[src/common/hram_pkg.sv]
package hram_pkg;

	//////////////////////////////
	// Burst request and command/address

	// One burst as the PHY sees it
	typedef struct packed {
		logic			rd;			// 1 = read, 0 = write
		logic			is_reg;		// 1 = register space
		logic			linear;		// 1 = linear, 0 = wrapped
		logic [28:0]	upper_addr;	// Row and upper column
		logic [2:0]		lower_addr;	// Word within the 8-word page
		logic [7:0]		len;		// Burst length in 16-bit words
	} burst_req_t;

	// 48-bit CA, sent as three words, MSW first
	typedef struct packed {
		logic			rd;
		logic			is_reg;
		logic			linear;
		logic [28:0]	upper_addr;
		logic [12:0]	rsvd;		// Always zero
		logic [2:0]		lower_addr;
	} ca_word_t;

	//////////////////////////////
	// Device registers

	// ID register 0, taken as a whole word or split into fields
	typedef union packed {
		logic [15:0]	raw;
		struct packed {
			logic [2:0]	rsvd;
			logic [4:0]	rows_m1;	// Row address bits minus one
			logic [3:0]	cols_m1;	// Column address bits minus one
			logic [3:0]	mfr;		// Manufacturer code
		} fields;
	} id0_u;

	// Configuration register 0
	typedef struct packed {
		logic			normal_op;	// 0 = deep power down
		logic [2:0]		drive;		// Output drive strength
		logic [3:0]		reserved;	// Must be ones
		logic [3:0]		latency;	// Initial latency code
		logic			fixed_lat;	// 1 = always 2x latency
		logic			hybrid;		// 1 = legacy wrapped order
		logic [1:0]		burst_sel;	// Wrap length
	} cfg0_t;

	// Normal op, 46 ohm, latency code 1, fixed latency, legacy wrap, 32 bytes
	localparam cfg0_t CFG0_VALUE = '{
		normal_op:	1'b1,
		drive:		3'b011,
		reserved:	4'b1111,
		latency:	4'b0001,
		fixed_lat:	1'b1,
		hybrid:		1'b1,
		burst_sel:	2'b11
	};

	//////////////////////////////
	// Burst sizes and addresses

	localparam logic [7:0]	BURST_WORDS	= 8'd16;	// 8 host words
	localparam logic [7:0]	REG_WORDS	= 8'd1;
	localparam logic [3:0]	MFR_CYPRESS	= 4'h1;
	localparam logic [28:0]	CFG0_ADDR	= 29'h100;
	localparam logic [28:0]	ID0_ADDR	= 29'h0;

	//////////////////////////////
	// State encodings

	typedef enum logic [3:0] {
		IDLE, CA0, CA1, CA2,
		WRITE_WAIT, WRITE_DATA, WRITE_LAST,
		RWDS_WAIT, PRE_DATA, READ_DATA
	} phy_state_e;

	typedef enum logic [2:0] {
		RST_LOW, RST_WAIT, ID_READ, CFG_WRITE, RUN
	} boot_state_e;

endpackage

[src/hdl/hram_boot.sv]
`timescale 1ns/1ns

module hram_boot #(
	parameter int RST_LOW_CYCLES	= 64,
	parameter int RST_WAIT_CYCLES	= 128
) (
	input  logic					clk,
	input  logic					rst_n,
	input  logic					burst_done,
	input  logic [15:0]				rdata,
	input  logic					rdata_valid,
	output logic					ram_rst_n,
	output hram_pkg::burst_req_t	boot_burst,
	output logic					boot_start,
	output logic [15:0]				boot_wdata,
	output logic					status_valid,
	output logic					ram_ok,
	output logic [4:0]				num_col_addrs,
	output logic [5:0]				num_row_addrs,
	output logic [7:0]				capacity_mbits
);
	import hram_pkg::*;

	// One counter serves both reset phases
	localparam int CNT_MAX	= (RST_LOW_CYCLES > RST_WAIT_CYCLES) ? RST_LOW_CYCLES : RST_WAIT_CYCLES;
	localparam int CNT_W	= $clog2(CNT_MAX + 1);

	boot_state_e		state;
	logic [CNT_W-1:0]	cnt;
	logic				issue_id;	// Start the ID0 read this cycle
	logic				issue_cfg;	// Start the CR0 write this cycle
	id0_u				id;			// Returned ID word
	logic [5:0]			cap_exp;	// log2 of capacity in Mbit

	assign id		= id0_u'(rdata);
	// Word address bits minus 16 for Mbit, both counts are minus-one coded
	assign cap_exp	= 6'(id.fields.cols_m1) + 6'(id.fields.rows_m1) - 6'd14;

	assign issue_id		= (state == RST_WAIT) && (cnt == CNT_W'(RST_WAIT_CYCLES - 1));
	assign issue_cfg	= (state == ID_READ) && burst_done;

	//////////////////////////////
	// Boot burst descriptors

	always_ff @(posedge clk) begin
		if (issue_id) begin
			boot_burst <= '{rd: 1'b1, is_reg: 1'b1, linear: 1'b1,
				upper_addr: ID0_ADDR, lower_addr: 3'h0, len: REG_WORDS};
		end else if (issue_cfg) begin
			boot_burst <= '{rd: 1'b0, is_reg: 1'b1, linear: 1'b1,
				upper_addr: CFG0_ADDR, lower_addr: 3'h0, len: REG_WORDS};
			boot_wdata <= CFG0_VALUE;	// Held until the PHY takes it
		end
	end

	//////////////////////////////
	// Sequencer and status

	always_ff @(posedge clk or negedge rst_n) begin
		if (!rst_n) begin
			state			<= RST_LOW;
			cnt				<= '0;
			ram_rst_n		<= 1'b1;
			boot_start		<= 1'b0;
			status_valid	<= 1'b0;
			ram_ok			<= 1'b0;
			num_col_addrs	<= '0;
			num_row_addrs	<= '0;
			capacity_mbits	<= '0;
		end else begin
			boot_start <= 1'b0;
			case (state)
				RST_LOW: begin
					// Low from the first edge after reset, for RST_LOW_CYCLES
					if (cnt == CNT_W'(RST_LOW_CYCLES)) begin
						ram_rst_n	<= 1'b1;
						cnt			<= '0;
						state		<= RST_WAIT;
					end else begin
						ram_rst_n	<= 1'b0;
						cnt			<= cnt + 1'b1;
					end
				end
				RST_WAIT: begin
					cnt <= cnt + 1'b1;	// Device recovery time
					if (issue_id) begin
						boot_start	<= 1'b1;
						state		<= ID_READ;
					end
				end
				ID_READ: begin
					if (rdata_valid) begin
						ram_ok <= (id.fields.mfr == MFR_CYPRESS);
						if (id.fields.mfr == MFR_CYPRESS) begin
							num_col_addrs	<= 5'(id.fields.cols_m1) + 5'd1;
							num_row_addrs	<= 6'(id.fields.rows_m1) + 6'd1;
							capacity_mbits	<= 8'd1 << cap_exp;
						end
					end
					if (issue_cfg) begin
						boot_start	<= 1'b1;	// CR0 is written even on a bad ID
						state		<= CFG_WRITE;
					end
				end
				CFG_WRITE: begin
					if (burst_done) begin
						status_valid	<= 1'b1;	// Hands the PHY to the host
						state			<= RUN;
					end
				end
				default: state <= RUN;	// RUN holds
			endcase
		end
	end

endmodule

[src/hdl/hram_host_port.sv]
`timescale 1ns/1ns

module hram_host_port (
	input  logic					clk,
	input  logic					rst_n,
	input  logic					status_valid,
	input  hram_pkg::burst_req_t	boot_burst,
	input  logic					boot_start,
	input  logic [15:0]				boot_wdata,
	input  logic					bus_en,
	input  logic					bus_rd,
	input  logic [31:0]				bus_addr,
	input  logic [31:0]				bus_wdata,
	input  logic					need_wdata,
	input  logic [15:0]				rdata,
	input  logic					rdata_valid,
	input  logic					burst_done,
	output hram_pkg::burst_req_t	burst,
	output logic					burst_start,
	output logic [15:0]				wdata,
	output logic					bus_need_wdata,
	output logic					bus_rdata_valid,
	output logic [31:0]				bus_rdata,
	output logic					bus_done
);
	import hram_pkg::*;

	burst_req_t		host_burst;
	logic			host_start;
	logic			busy;		// Host burst in flight
	logic			host_rd;
	logic			half;		// 0 = upper half next
	logic			hi_slot;	// bus_wdata is on the bus this cycle
	logic [15:0]	lo_hold;	// Lower write half, sent second
	logic [15:0]	hi_hold;	// Upper read half, arrives first
	logic			accept;
	logic			wr_step;
	logic			rd_step;

	assign accept	= bus_en && status_valid && !busy;	// Dropped while booting or busy
	assign wr_step	= busy && !host_rd && need_wdata;
	assign rd_step	= busy && host_rd && rdata_valid;

	// Boot owns the PHY until status_valid
	assign burst		= status_valid ? host_burst : boot_burst;
	assign burst_start	= status_valid ? host_start : boot_start;
	assign wdata		= !status_valid ? boot_wdata :
		hi_slot ? bus_wdata[31:16] : lo_hold;

	// One host word per two PHY words, answered in the next cycle
	assign bus_need_wdata = wr_step && !half;

	//////////////////////////////
	// Data path

	always_ff @(posedge clk) begin
		if (accept) begin
			host_burst <= '{rd: bus_rd, is_reg: 1'b0, linear: 1'b1,
				upper_addr: bus_addr[31:3], lower_addr: bus_addr[2:0], len: BURST_WORDS};
		end
		if (hi_slot)
			lo_hold <= bus_wdata[15:0];
		if (rd_step && !half)
			hi_hold <= rdata;
		if (rd_step && half)
			bus_rdata <= {hi_hold, rdata};	// Upper half came first
	end

	//////////////////////////////
	// Control

	always_ff @(posedge clk or negedge rst_n) begin
		if (!rst_n) begin
			host_start		<= 1'b0;
			busy			<= 1'b0;
			host_rd			<= 1'b0;
			half			<= 1'b0;
			hi_slot			<= 1'b0;
			bus_rdata_valid	<= 1'b0;
			bus_done		<= 1'b0;
		end else begin
			host_start		<= accept;
			hi_slot			<= bus_need_wdata;
			bus_rdata_valid	<= rd_step && half;
			bus_done		<= busy && burst_done;	// Boot bursts stay internal
			if (accept) begin
				busy	<= 1'b1;
				host_rd	<= bus_rd;
				half	<= 1'b0;
			end else if (busy && burst_done) begin
				busy	<= 1'b0;
			end
			if (wr_step || rd_step)
				half <= !half;
		end
	end

endmodule

[src/hdl/hyperram_ctrl.sv]
`timescale 1ns/1ns

module hyperram_ctrl #(
	parameter int RST_LOW_CYCLES	= 64,	// RAM reset pulse width
	parameter int RST_WAIT_CYCLES	= 128,	// Reset release to first CS
	parameter int WRITE_LATENCY		= 9		// Wait cycles before write data
) (
	input  logic		clk,
	input  logic		rst_n,

	// Host port
	input  logic		bus_en,
	input  logic		bus_rd,
	input  logic [31:0]	bus_addr,
	output logic		bus_need_wdata,
	input  logic [31:0]	bus_wdata,
	output logic		bus_rdata_valid,
	output logic [31:0]	bus_rdata,
	output logic		bus_done,

	// RAM port, SDR side of the pad wrapper
	output logic		ram_rst_n,
	output logic		ram_cs_n,
	output logic		ram_clk_en,
	output logic [15:0]	ram_dq_out,
	output logic		ram_dq_oe,
	input  logic [15:0]	ram_dq_in,
	input  logic		ram_rwds_in,
	output logic		ram_rwds_oe,

	// Boot results
	output logic		status_valid,
	output logic		ram_ok,
	output logic [4:0]	num_col_addrs,
	output logic [5:0]	num_row_addrs,
	output logic [7:0]	capacity_mbits
);
	import hram_pkg::*;

	burst_req_t		boot_burst;		// Boot sequencer request
	burst_req_t		burst;			// Request going to the PHY
	logic			boot_start;
	logic			burst_start;
	logic [15:0]	boot_wdata;
	logic [15:0]	wdata;			// Write word for the PHY
	logic			need_wdata;
	logic [15:0]	rdata;
	logic			rdata_valid;
	logic			burst_done;

	hram_boot #(
		.RST_LOW_CYCLES	(RST_LOW_CYCLES),
		.RST_WAIT_CYCLES(RST_WAIT_CYCLES)
	) u_boot (.*);

	hram_host_port u_host_port (.*);

	hram_phy #(
		.WRITE_LATENCY	(WRITE_LATENCY)
	) u_phy (.*);

endmodule

[src/phy/hram_phy.sv]
`timescale 1ns/1ns

module hram_phy #(
	parameter int WRITE_LATENCY = 9	// Must be 3 or more for the request lead
) (
	input  logic					clk,
	input  logic					rst_n,
	input  hram_pkg::burst_req_t	burst,
	input  logic					burst_start,
	input  logic [15:0]				wdata,
	output logic					ram_cs_n,
	output logic					ram_clk_en,
	output logic [15:0]				ram_dq_out,
	output logic					ram_dq_oe,
	input  logic [15:0]				ram_dq_in,
	input  logic					ram_rwds_in,
	output logic					ram_rwds_oe,
	output logic					need_wdata,
	output logic [15:0]				rdata,
	output logic					rdata_valid,
	output logic					burst_done
);
	import hram_pkg::*;

	phy_state_e		state;
	ca_word_t		ca_next;	// CA built from the incoming request
	ca_word_t		ca;			// CA of the running burst
	logic [7:0]		lat_cnt;	// Write latency countdown
	logic [7:0]		word_cnt;	// Data words left on the pins
	logic [7:0]		req_cnt;	// Write words not yet requested
	logic			rd_phase;

	assign ca_next = '{rd: burst.rd, is_reg: burst.is_reg, linear: burst.linear,
		upper_addr: burst.upper_addr, rsvd: 13'h0, lower_addr: burst.lower_addr};

	// A read word is any data-phase cycle with RWDS high
	assign rd_phase		= (state == PRE_DATA) || (state == READ_DATA);
	assign rdata		= ram_dq_in;
	assign rdata_valid	= rd_phase && ram_rwds_in;

	always_ff @(posedge clk) begin
		if (state == IDLE && burst_start)
			ca <= ca_next;
	end

	//////////////////////////////
	// Burst FSM

	always_ff @(posedge clk or negedge rst_n) begin
		if (!rst_n) begin
			state		<= IDLE;
			ram_cs_n	<= 1'b1;
			ram_clk_en	<= 1'b0;
			ram_dq_out	<= '0;
			ram_dq_oe	<= 1'b0;
			ram_rwds_oe	<= 1'b0;
			need_wdata	<= 1'b0;
			burst_done	<= 1'b0;
			lat_cnt		<= '0;
			word_cnt	<= '0;
			req_cnt		<= '0;
		end else begin
			need_wdata <= 1'b0;
			burst_done <= 1'b0;
			case (state)
				IDLE: begin
					if (burst_start) begin
						ram_cs_n	<= 1'b0;
						ram_clk_en	<= 1'b1;
						ram_dq_oe	<= 1'b1;
						ram_dq_out	<= ca_next[47:32];	// rd, reg, linear, row MSBs
						word_cnt	<= burst.len;
						state		<= CA0;
					end
				end
				CA0: begin
					ram_dq_out <= ca[31:16];
					// Register write has no wait, ask now for the single word
					if (!ca.rd && ca.is_reg)
						need_wdata <= 1'b1;
					state <= CA1;
				end
				CA1: begin
					ram_dq_out	<= ca[15:0];
					state		<= CA2;
				end
				CA2: begin
					if (ca.rd) begin
						ram_dq_oe	<= 1'b0;	// Turn the bus around
						state		<= RWDS_WAIT;
					end else if (ca.is_reg) begin
						ram_dq_out	<= wdata;
						ram_rwds_oe	<= 1'b1;
						req_cnt		<= '0;
						state		<= WRITE_DATA;
					end else begin
						ram_dq_out	<= '0;
						lat_cnt		<= 8'(WRITE_LATENCY - 1);
						req_cnt		<= word_cnt;
						state		<= WRITE_WAIT;
					end
				end
				WRITE_WAIT: begin
					lat_cnt <= lat_cnt - 1'b1;
					// Requests run two cycles ahead of the pins
					if (lat_cnt <= 8'd2 && req_cnt != '0) begin
						need_wdata	<= 1'b1;
						req_cnt		<= req_cnt - 1'b1;
					end
					if (lat_cnt == '0) begin
						ram_dq_out	<= wdata;
						ram_rwds_oe	<= 1'b1;	// Mask driven low by the pads
						state		<= WRITE_DATA;
					end
				end
				WRITE_DATA: begin
					word_cnt <= word_cnt - 1'b1;
					if (req_cnt != '0) begin
						need_wdata	<= 1'b1;
						req_cnt		<= req_cnt - 1'b1;
					end
					if (word_cnt == 8'd1) begin
						ram_dq_out	<= '0;	// Quiet bus after the last word
						ram_dq_oe	<= 1'b0;
						ram_rwds_oe	<= 1'b0;
						state		<= WRITE_LAST;
					end else begin
						ram_dq_out <= wdata;
					end
				end
				WRITE_LAST: begin
					ram_cs_n	<= 1'b1;
					ram_clk_en	<= 1'b0;
					burst_done	<= 1'b1;
					state		<= IDLE;
				end
				RWDS_WAIT: begin
					// High here means a refresh is still running
					if (!ram_rwds_in)
						state <= PRE_DATA;
				end
				PRE_DATA, READ_DATA: begin
					if (rdata_valid) begin
						word_cnt <= word_cnt - 1'b1;
						if (word_cnt == 8'd1) begin
							ram_cs_n	<= 1'b1;	// Ends on the word count
							ram_clk_en	<= 1'b0;
							burst_done	<= 1'b1;
							state		<= IDLE;
						end else begin
							state <= READ_DATA;
						end
					end
				end
				default: state <= IDLE;
			endcase
		end
	end

endmodule

[config.mk]
export PLATFORM = sky130hd
export DESIGN_NAME = hyperram_ctrl
export DESIGN_NICKNAME = d
export VERILOG_FILES = /design/src/common/hram_pkg.sv /design/src/hdl/hram_boot.sv /design/src/hdl/hram_host_port.sv /design/src/hdl/hyperram_ctrl.sv /design/src/phy/hram_phy.sv
export SDC_FILE = /design/constraint.sdc
export NUM_CORES = 1
export LEC_CHECK = 0
export BUFFER_PORTS_ARGS = -buffer_cell sky130_fd_sc_hd__buf_2
export CELL_PAD_IN_SITES_DETAIL_PLACEMENT = 1
export CELL_PAD_IN_SITES_GLOBAL_PLACEMENT = 1
export CORE_ASPECT_RATIO = 1.25
export CORE_MARGIN = 8
export CORE_UTILIZATION = 41
export CTS_BUF_LIST = sky130_fd_sc_hd__clkbuf_4 sky130_fd_sc_hd__clkbuf_8
export DETAILED_ROUTE_END_ITERATION = 10
export PLACE_DENSITY = 0.81
export RECOVER_POWER = 100
export SKIP_CTS_REPAIR_TIMING = 1
export SYNTH_ARGS = -nofsm -noshare
export SYNTH_HDL_FRONTEND = slang
export SYNTH_SLANG_ARGS = --single-unit
[constraint.sdc]
create_clock -name clk -period 3.1 [get_ports clk]
set_input_delay 0.155 -clock clk [delete_from_list [all_inputs] [get_ports clk]]
set_output_delay 0.155 -clock clk [all_outputs]
set_load 0.03 [all_outputs]
# == Yosys cells after proc, flatten, opt, wreduce, memory -nomap -nowiden ==
# Index checks and enable logic that the tools add are counted.
# totals
regBits,211
latch_bits,0
ramBits,0
rom_bits,0
in_bits,85
output_inout_bits,77
memories,0
# op_classes
add_sub_neg,8
multipliers,0
div_mod_pow,0
order_cmp,1
eq_ne,32
n_shift,1
muxes,66
bitwise,0
reduce_logical,48
# ops
cell,count
$mux 16,7
$pmux 16 s6,1
$mux 8,9
$pmux 8 s3,2
$mux 43,1
$pmux 4 s8,1
$pmux 8 s2,2
$mux 4,7
$mux 1,24
$ne 2x1->1 const B,12
$sub 8x1->8 const B,3
$reduce_and 4->1,5
$eq 4x3->1 const B,4
$eq 8x7->1 const B,2
$logic_and 1x1->1,16
$pmux 1 s3,5
$mux 3,4
$pmux 3 s4,1
$reduce_bool 3->1,4
$reduce_and 5->1,2
$reduce_and 3->1,3
$add 8x1->8 const B,1
$eq 4x1->1 const B,2
$eq 4x2->1 const B,2
22 further kinds,36

# == Depth between registers and ports, before layout ==
# Gate-level depths: netlist (run 1).
# depth
depth_word,6
ltp_mapped,10

# == Cells and area by module ==
# Synthesis (run 1) repeated with hierarchy kept, for this count alone.
# hier_totals
cells_unflattened,893
area_unflattened_um2,10251.1
# modules_own_cells
mod,instances,cells_per_inst,area_per_inst_um2,seq_area_each_um2
hram_host_port,1,221,4046.4,3088.0
hram_phy,1,424,3943.8,1883.1
hram_boot,1,248,2260.9,892.1

# == Worst setup path after synthesis (run 1) ==
# OpenSTA, ideal clock, no wires.
# synth_timing
kind,flip-flop to flip-flop
startpoint,register u_phy.state[2]
endpoint,register u_host_port.bus_rdata[0] (enable)
setup_time_ns,0.422
arrival_time_ns,2.362
required_time_ns,2.678
setup_slack_ns,0.316
stages_incl_launch_ff,5
path_buffers,1
cell_sequence,dfrtp_1 -> buf_2 -> and4bb_1 -> nand2_1 -> nor2_1
# synth_between
elab_chain_cells,5
word_cells_on_any_way,6
# synth_lines
item,line_no,source
"start, declared",hram_phy.sv:25,phy_state_e state;
"start signal, assigned",hram_phy.sv:51,state <= IDLE;
"start signal, assigned",hram_phy.sv:73,state <= CA0;
"start signal, assigned",hram_phy.sv:81,state <= CA1;
$eq 4x4->1,hram_phy.sv:37,assign rd_phase = (state == PRE_DATA) || (state == READ_DATA);
$logic_or 1x1->1 *,hram_phy.sv:37,
$logic_and 1x1->1 *,hram_phy.sv:39,assign rdata_valid = rd_phase && ram_rwds_in;
$logic_and 1x1->1 *,hram_host_port.sv:42,assign rd_step = busy && host_rd && rdata_valid;
$logic_and 1x1->1 *,hram_host_port.sv:65,if (rd_step && half)
"end signal, assigned",hram_host_port.sv:66,"bus_rdata <= {hi_hold, rdata};"
"end, declared",hram_host_port.sv:23,"output logic [31:0] bus_rdata,"
# Mark *: on every way between the ends. The rest lies on a longest branch, timed or not.
# A chain may end at the register's enable or synchronous reset.

# == Final worst setup path (run 1) ==
# layout_timing
startpoint,input port ram_dq_in[5]
endpoint,register u_boot.capacity_mbits[3]
# layout_between
elab_chain_cells,3
# layout_lines
item,line_no,source
"start, declared",hyperram_ctrl.sv:27,"input logic [15:0] ram_dq_in,"
$add 4x5->6,hram_boot.sv:37,assign cap_exp = 6'(id.fields.cols_m1) + 6'(id.fields.rows_m1) - 6'd14;
$sub 6x4->6,hram_boot.sv:37,
$shl 1x6->8,hram_boot.sv:97,capacity_mbits <= 8'd1 << cap_exp;
"end signal, assigned",hram_boot.sv:97,
"end, declared",hram_boot.sv:20,output logic [7:0] capacity_mbits
# No other way between the ends.

==> metrics.txt, run 1 <==
CP endpoint kind=register; final hold violations=0; TritonCTS clock tree=built; DRC Markers=0; share of layout cells above drive strength 1=16.1%; CP arrival=between 3 and 4 ns; CP Launch Type=primary input; reg2reg path depth=5; area leader, netlist=edfxtp_1; synth unique cells=80; r2r setup slk=0.40 ns; most frequent cell after synthesis=edfxtp_1; ANT nets after route=0; slew margin rel.=-28.4%; DP Area=10200 µm²; Slew @ Worst Pin=~1.9 ns; Seq/Total Area, Yosys=64.7%; worst r2r dst=u_phy.ram_dq_out[14]; Die Area=between 20000 and 30000 µm²; CP max FO=8; outcome=complete, but fails checks; failing checks=capacitance limit, slew limit; number of global-route vias before repair=approximately 7.3k; I/O Buffers=161; Pre-Repair DR Iteration Count=4; TNS Setup=0 ns; FFs w/ async S/R, synth=a little over two fifths; vias per cell=5.32; routability cong.=roughly 0.83; Cell Area, Synth=a little over 9000 µm²; Area growth syn-to-layout=26.3%; final slew viol count=73; Setup WS pre-CTS=roughly 0.48 ns; Hold Crit Endpoint=u_phy.state[1]; DP HPWL=roughly 19 mm; die height=about 180 µm; Power Density=502 nW/µm²; Synth Area per Inst=around 13 µm²; Clock Skew=0.0203 ns; wire length per cell=21.1 µm; Die W=~150 µm; WP data required=3.49 ns; drt initial violations=roughly 360; Hold Path Depth=3; Period minus WS final=approximately 2.8 ns; Hold Slack=0.0387 ns; Crit Path Category=primary input to register; setup ws final=around 0.32 ns; Final Cell Area=11400 µm²; # IOs=162; Top FF cell, synth=edfxtp_1; crit share post-route=around nine tenths; worst skew pair latency=0.52 ns; max_cap viols=1; initial antenna violation count=1; TritonCTS sink count=211; Fmax achieved=around 360 MHz; peak supply drop=343 µV; Vias=~7k; min-delay src=ram_rwds_in; depth of the CTS H-tree=2; remaining global-route overflow=0; Net Count, Synth=825; register bit total from synthesis=approximately 210; Nets=between 1k and 1.5k; Total GRT Usage=18.4%; Hold Crit Class=primary input to register; Leak=~4.4 nW; first-pass GRT wire length=~39 mm; EDFF count, synth=118; largest net degree at the start of global routing=73; total CTS buffers=36; Final setup viols=0; number of placement rows=61; RSZ-0062 raised after global routing=false; Crit Reg-Reg Startpoint=u_boot.status_valid; final WL=27.0 mm; Yosys Warn Count=0; Initial Utilization=41.2%; Post-synth top cells=edfxtp_1 (118), dfrtp_1 (89), nand2_1 (55), nor2_1 (54), o21ai_0 (37); Synth area leaders=edfxtp_1 (39%), dfrtp_1 (25%), ha_1 (2.6%); Post-Synthesis Cells=720; Core ar.=between 20000 and 25000 µm²; Root Buffer=clkbuf_8; Worst-path clk slew=about 0.060 ns; Max Root-Sink Buffers=3; share of the synthesized area in the top cell type=between 30 and 40%
## sequential cells by signal (all words and copies together) (netlist names), 5 cells and up
| name | cells |
|---|---|
| u_phy.ca | 21 |
| u_phy.word_cnt | 8 |
| u_phy.ram_dq_out | 16 |
| u_boot.num_row_addrs | 6 |
| u_phy.lat_cnt | 8 |
| u_host_port.hi_hold | 16 |
| u_host_port.lo_hold | 16 |
| u_boot.capacity_mbits | 8 |
| u_host_port.bus_rdata | 32 |
| u_boot.cnt | 8 |
| u_phy.req_cnt | 8 |
| u_boot.num_col_addrs | 5 |
| u_host_port.host_burst | 33 |
## cells by family after synthesis
group,count (synthesis),share of synthesized area (%)
and+or+nand+nor,222,13.1
DFF,211,64.7
AOI/OAI and AO/OA,159,11.8
buffers and inverters,64,2.82
muxes,26,3.05
adders and majority gates,20,2.84
xor gates and xnor gates,18,1.74
## critical path, cell delays in order
cell	delay (ns)
dlygate4sd3_1	0.54
clkbuf_1	0.22
inv_1	0.08
ha_1	0.29
inv_1	0.07
ha_1	0.18
inv_1	0.07
fa_1	0.42
a211oi_1	0.29
nor2_1	0.08
o311a_1	0.40
o41ai_1	0.38
## metal layers
metal	global-route usage [%]	vias to the layer above	share of wire, %
met1	19.7	3434	37
li1	-	3192	-
met5	0	-	0
met3	3.10	55	3.0
met2	34.5	144	56
met4	8.05	0	4.0
## where the power goes
group          internal [mW]  switching (mW)
Sequential              2.96               0
Clock                   1.38            1.16
Combinational          0.119           0.122
Total                   4.46            1.29
## cells in the final DEF (no fill, tap or decap), types with 14 or more instances in the layout
cell	count
dfrtp_1	89
inv_1	35
a21oi_1	22
o21ai_0	40
nor2_1	53
a31oi_1	19
nand2_1	55
a22oi_1	14
dlygate4sd3_1	66
clkbuf_1	106
nand3_1	17
edfxtp_1	118
clkbuf_8	39
and2_0	14
buf_2	63
ha_1	19
## final cells by class
cell class	count	area (µm²)
antenna	1	2.50
clock buffer	49	612
clock inverter	16	108
fill	2417	10500
inverter	35	131
multi-input combinational	445	2940
sequential	211	5860
tap	283	354
timing repair buffer	244	1430
## stage by stage
step	cells	util (%)	total power, mW
after floorplan	720	-	3.08
after global placement	1152	46.6	3.19
after detailed placement	1152	46.6	3.19
after CTS	1217	49.8	5.72
after global routing	1284	52.1	5.94
final	1284	52.1	5.74
## how the worst max path moves through the flow
stage                        start                  endpoint  slack (ns)  depth (start not counted)
finish                ram_dq_in[5]  u_boot.capacity_mbits[3]        0.32                         12
detailed placement    ram_dq_in[5]  u_boot.capacity_mbits[2]        0.48                         11
global placement      ram_dq_in[5]  u_boot.capacity_mbits[0]        0.66                         11
CTS                 u_phy.state[2]      u_phy.ram_dq_out[14]        0.65                          6
floorplan           u_phy.state[2]  u_host_port.bus_rdata[0]        0.32                          4
global route          ram_dq_in[5]  u_boot.capacity_mbits[3]        0.13                         12
No activity file was read; power rests on OpenSTA's default activity.
==> run 2: changes to the inputs <==
--- a/config.mk
+++ b/config.mk
@@ -10,12 +10,13 @@
 export CELL_PAD_IN_SITES_GLOBAL_PLACEMENT = 1
 export CORE_ASPECT_RATIO = 1.25
 export CORE_MARGIN = 8
-export CORE_UTILIZATION = 41
+export CORE_UTILIZATION = 47
 export CTS_BUF_LIST = sky130_fd_sc_hd__clkbuf_4 sky130_fd_sc_hd__clkbuf_8
 export DETAILED_ROUTE_END_ITERATION = 10
-export PLACE_DENSITY = 0.81
+export PLACE_DENSITY = 0.9
 export RECOVER_POWER = 100
 export SKIP_CTS_REPAIR_TIMING = 1
 export SYNTH_ARGS = -nofsm -noshare
 export SYNTH_HDL_FRONTEND = slang
+export SYNTH_HIERARCHICAL = 1
 export SYNTH_SLANG_ARGS = --single-unit
==> metrics.txt, run 2 <==
outcome=complete, but fails checks; failing checks=capacitance limit, slew limit; most frequent cell after synthesis=edfxtp_1; drt initial violations=532 (+49%); Hold Crit Class=primary input to register; Root Buffer=clkbuf_8; Die Area=26800 µm² (-1.2%); Synth Area per Inst=11.5 µm² (-8.8%); Comb power frac=32.3% (+28 points); Clock Skew=0.0428 ns (+0.0225 ns); reg2reg path depth=6 (+1); final slew viol count=33 (-55%); Pint=5.77 mW (+29%); DRC Markers=0 (unchanged); Power Density=764 nW/µm² (+52%); CP max FO=33 (+25); TNS Setup=0 ns (unchanged); remaining global-route overflow=0 (unchanged); share of the synthesized area in the top cell type=34.6% (-4.5 points); ANT nets after route=0 (unchanged); Placed Cells=1291 (+12%); XOR/XNOR Fraction of Synth Area=1.45% (-0.29 points); Multi-input gate area=3690 µm² (+25%); slew margin rel.=-33.1% (-4.7 points); Slew @ Worst Pin=2.00 ns (+0.0708 ns); Synth area leaders=edfxtp_1 (35%), dfrtp_1 (22%), buf_4 (5.4%); setup ws final=0.248 ns (-0.0735 ns); total CTS buffers=36 (unchanged); CP Launch Type=register; post-route insts no fill=1425 (+11%); I/O Buffers=161 (unchanged); Yosys Warn Count=6 (+6); adder-cell area share of the yosys netlist=2.39% (-0.45 points); final hold violations=0 (unchanged); largest net degree at the start of global routing=79 (+8.2%); Period minus WS final=2.85 ns (+0.0735 ns); part of the power in registers=39.2% (-12 points); commonest cells after routing, fill and taps aside=edfxtp_1 (118), clkbuf_1 (107), dfrtp_1 (88), nand2_1 (70), dlygate4sd3_1 (68); CP arrival=2.97 ns (-0.20 ns); initial antenna violation count=1 (unchanged); mux share of post-synthesis cell area=5.76% (+2.7 points); largest registers=u_host_port/host_burst (33), u_host_port/bus_rdata (32), u_phy/ca (21); CP endpoint kind=register; peak supply drop=374 µV (+8.9%); Largest register FFs=33 (unchanged); crit share post-route=92.0% (+2.4 points); synth unique cells=79 (-1.3%); final WL=33.0 mm (+22%); EDFF count, synth=118 (unchanged); P_sw=3.56 mW (+180%); Area growth syn-to-layout=19.0%; Final Cell Area=12200 µm² (+6.6%); Total GRT Usage=20.1% (+1.6 points); RSZ-0062 raised after global routing=false; # IOs=162 (unchanged); leading cell type in the layout, fill and taps excluded=edfxtp_1; Die W=148 µm (-0.58%); DP HPWL=19.3 mm (+3.8%); first-pass GRT wire length=43.1 mm (+9.1%); Post-Synthesis Cells=893 (+24%); Cell Area, Synth=10300 µm² (+13%); number of global-route vias before repair=7981 (+8.7%); worst skew pair latency=0.53 ns (about the same); share of layout cells above drive strength 1=16.0% (-0.12 points); Seq/Total Area, Yosys=57.2% (-7.5 points); depth of the CTS H-tree=2 (unchanged); Leak=4.83 nW (+10%); post-synthesis compound-gate area fraction=12.2% (+0.41 points); Crit Path Category=register to register; Clock power frac=28.6% (-16 points); die height=181 µm (-0.60%); Largest Register=u_host_port/host_burst; FFs w/ async S/R, synth=43.1% (unchanged); area leader, netlist=edfxtp_1; DP Area=11000 µm² (+7.1%); Initial Utilization=47.7% (+6.5 points); register bit total from synthesis=211 (unchanged); fill cell count=2415 (-0.083%); routability cong.=0.807 (-2.8%); Setup WS pre-CTS=0.440 ns (-0.0433 ns); TritonCTS sink count=211 (unchanged); Fmax achieved=351 MHz (-2.6%); TritonCTS clock tree=built; Post-synth top cells=edfxtp_1 (118), dfrtp_1 (89), buf_4 (74), nand2_1 (70), nor2_1 (64); Simple-Gate Fraction of Synth Area=12.2% (-0.83 points); Top FF cell, synth=edfxtp_1; Worst-path clk slew=0.06 ns (about the same); Switching Share=38.1% (+16 points); WP data required=3.22 ns (-0.27 ns); wire length per cell=23.2 µm (+10%); Storage cell area=5860 µm² (about the same); number of placement rows=60 (-1.6%); Nets=1222 (+13%); largest family of logic cells by synthesized area=simple AND/OR/NAND/NOR gates; vias per cell=5.51 (+3.7%); Hold Path Depth=5 (+2); Max Root-Sink Buffers=3 (unchanged); Core ar.=21500 µm² (-2.3%); Vias=7852 (+15%); Layout Utilization=56.8% (+4.8 points); max_cap viols=1 (unchanged); Pre-Repair DR Iteration Count=6 (+2); Final setup viols=0 (unchanged)
==> run 2: kinds of logic (layout without fill, tap and decap cells) <==
kind of cell               count (synthesis)  after routing
AOI/OAI and AO/OA                        202            202
xor gates and xnor gates                  17             17
adders and majority gates                 19             19
buffers and inverters                    139            336
DFF                                      211            211
muxes                                     54             54
other                                      2             58
and+or+nand+nor                          249            249
==> run 2: layer usage <==
metal,share of wire (%),vias to the layer above,GRT usage (%)
li1,-,3537,-
met1,39,3953,22.4
met2,52,278,35.4
met3,5.3,84,6.23
met4,4.0,0,6.75
met5,0,-,0
==> run 2: path summary, 6_finish.rpt <==
kind | start | endpoint | slack [ns]
min in group asynchronous | rst_n | u_boot/num_row_addrs[2] | 0.74
worst min-delay path | bus_wdata[29] | u_phy/ram_dq_out[13] | 0.22
max in group asynchronous | rst_n | u_boot/status_valid | 0.69
worst min register to register | u_host_port/hi_hold[15] | u_host_port/bus_rdata[31] | 0.43
worst max register to register | u_phy/state[1] | u_host_port/bus_rdata[18] | 0.25
worst max-delay path | u_phy/state[1] | u_host_port/bus_rdata[18] | 0.25
==> run 2: critical path: stages (launching register included) <==
cell and delay (ns):
dfrtp_1 0.61, nor2_1 0.44, nand3_1 0.19, inv_1 0.20, nand2_1 0.15, nor2_4 0.12, clkbuf_2 0.71
==> run 2: final cells by class <==
cell class              count  share of cell area, %
clock buffers              58                   5.82
well taps                 279                   2.86
multi-input cells         598                   30.2
diodes                      1                 0.0205
inverters                  25                  0.769
flip-flops and latches    211                   48.1
repair buffers            246                   11.9
clock inverters             7                  0.277
==> run 2: through the flow <==
step	power [mW]	hold WS, ns
finish	9.33	0.225
detailed placement	6.52	0.148
floorplan	5.74	-0.141
CTS	9.15	-0.404
global placement	6.34	0.141
global route	9.81	0.261
==> run 2: power by group through the flow <==
stage / logic, mW / registers, mW / clock network (mW)
after global routing: 3.30 / 3.69 / 2.82
final: 3.01 / 3.65 / 2.66
after global placement: 2.67 / 3.67 / 0
after CTS: 2.86 / 3.64 / 2.65
after floorplan: 1.99 / 3.75 / 0
after detailed placement: 2.83 / 3.69 / 0
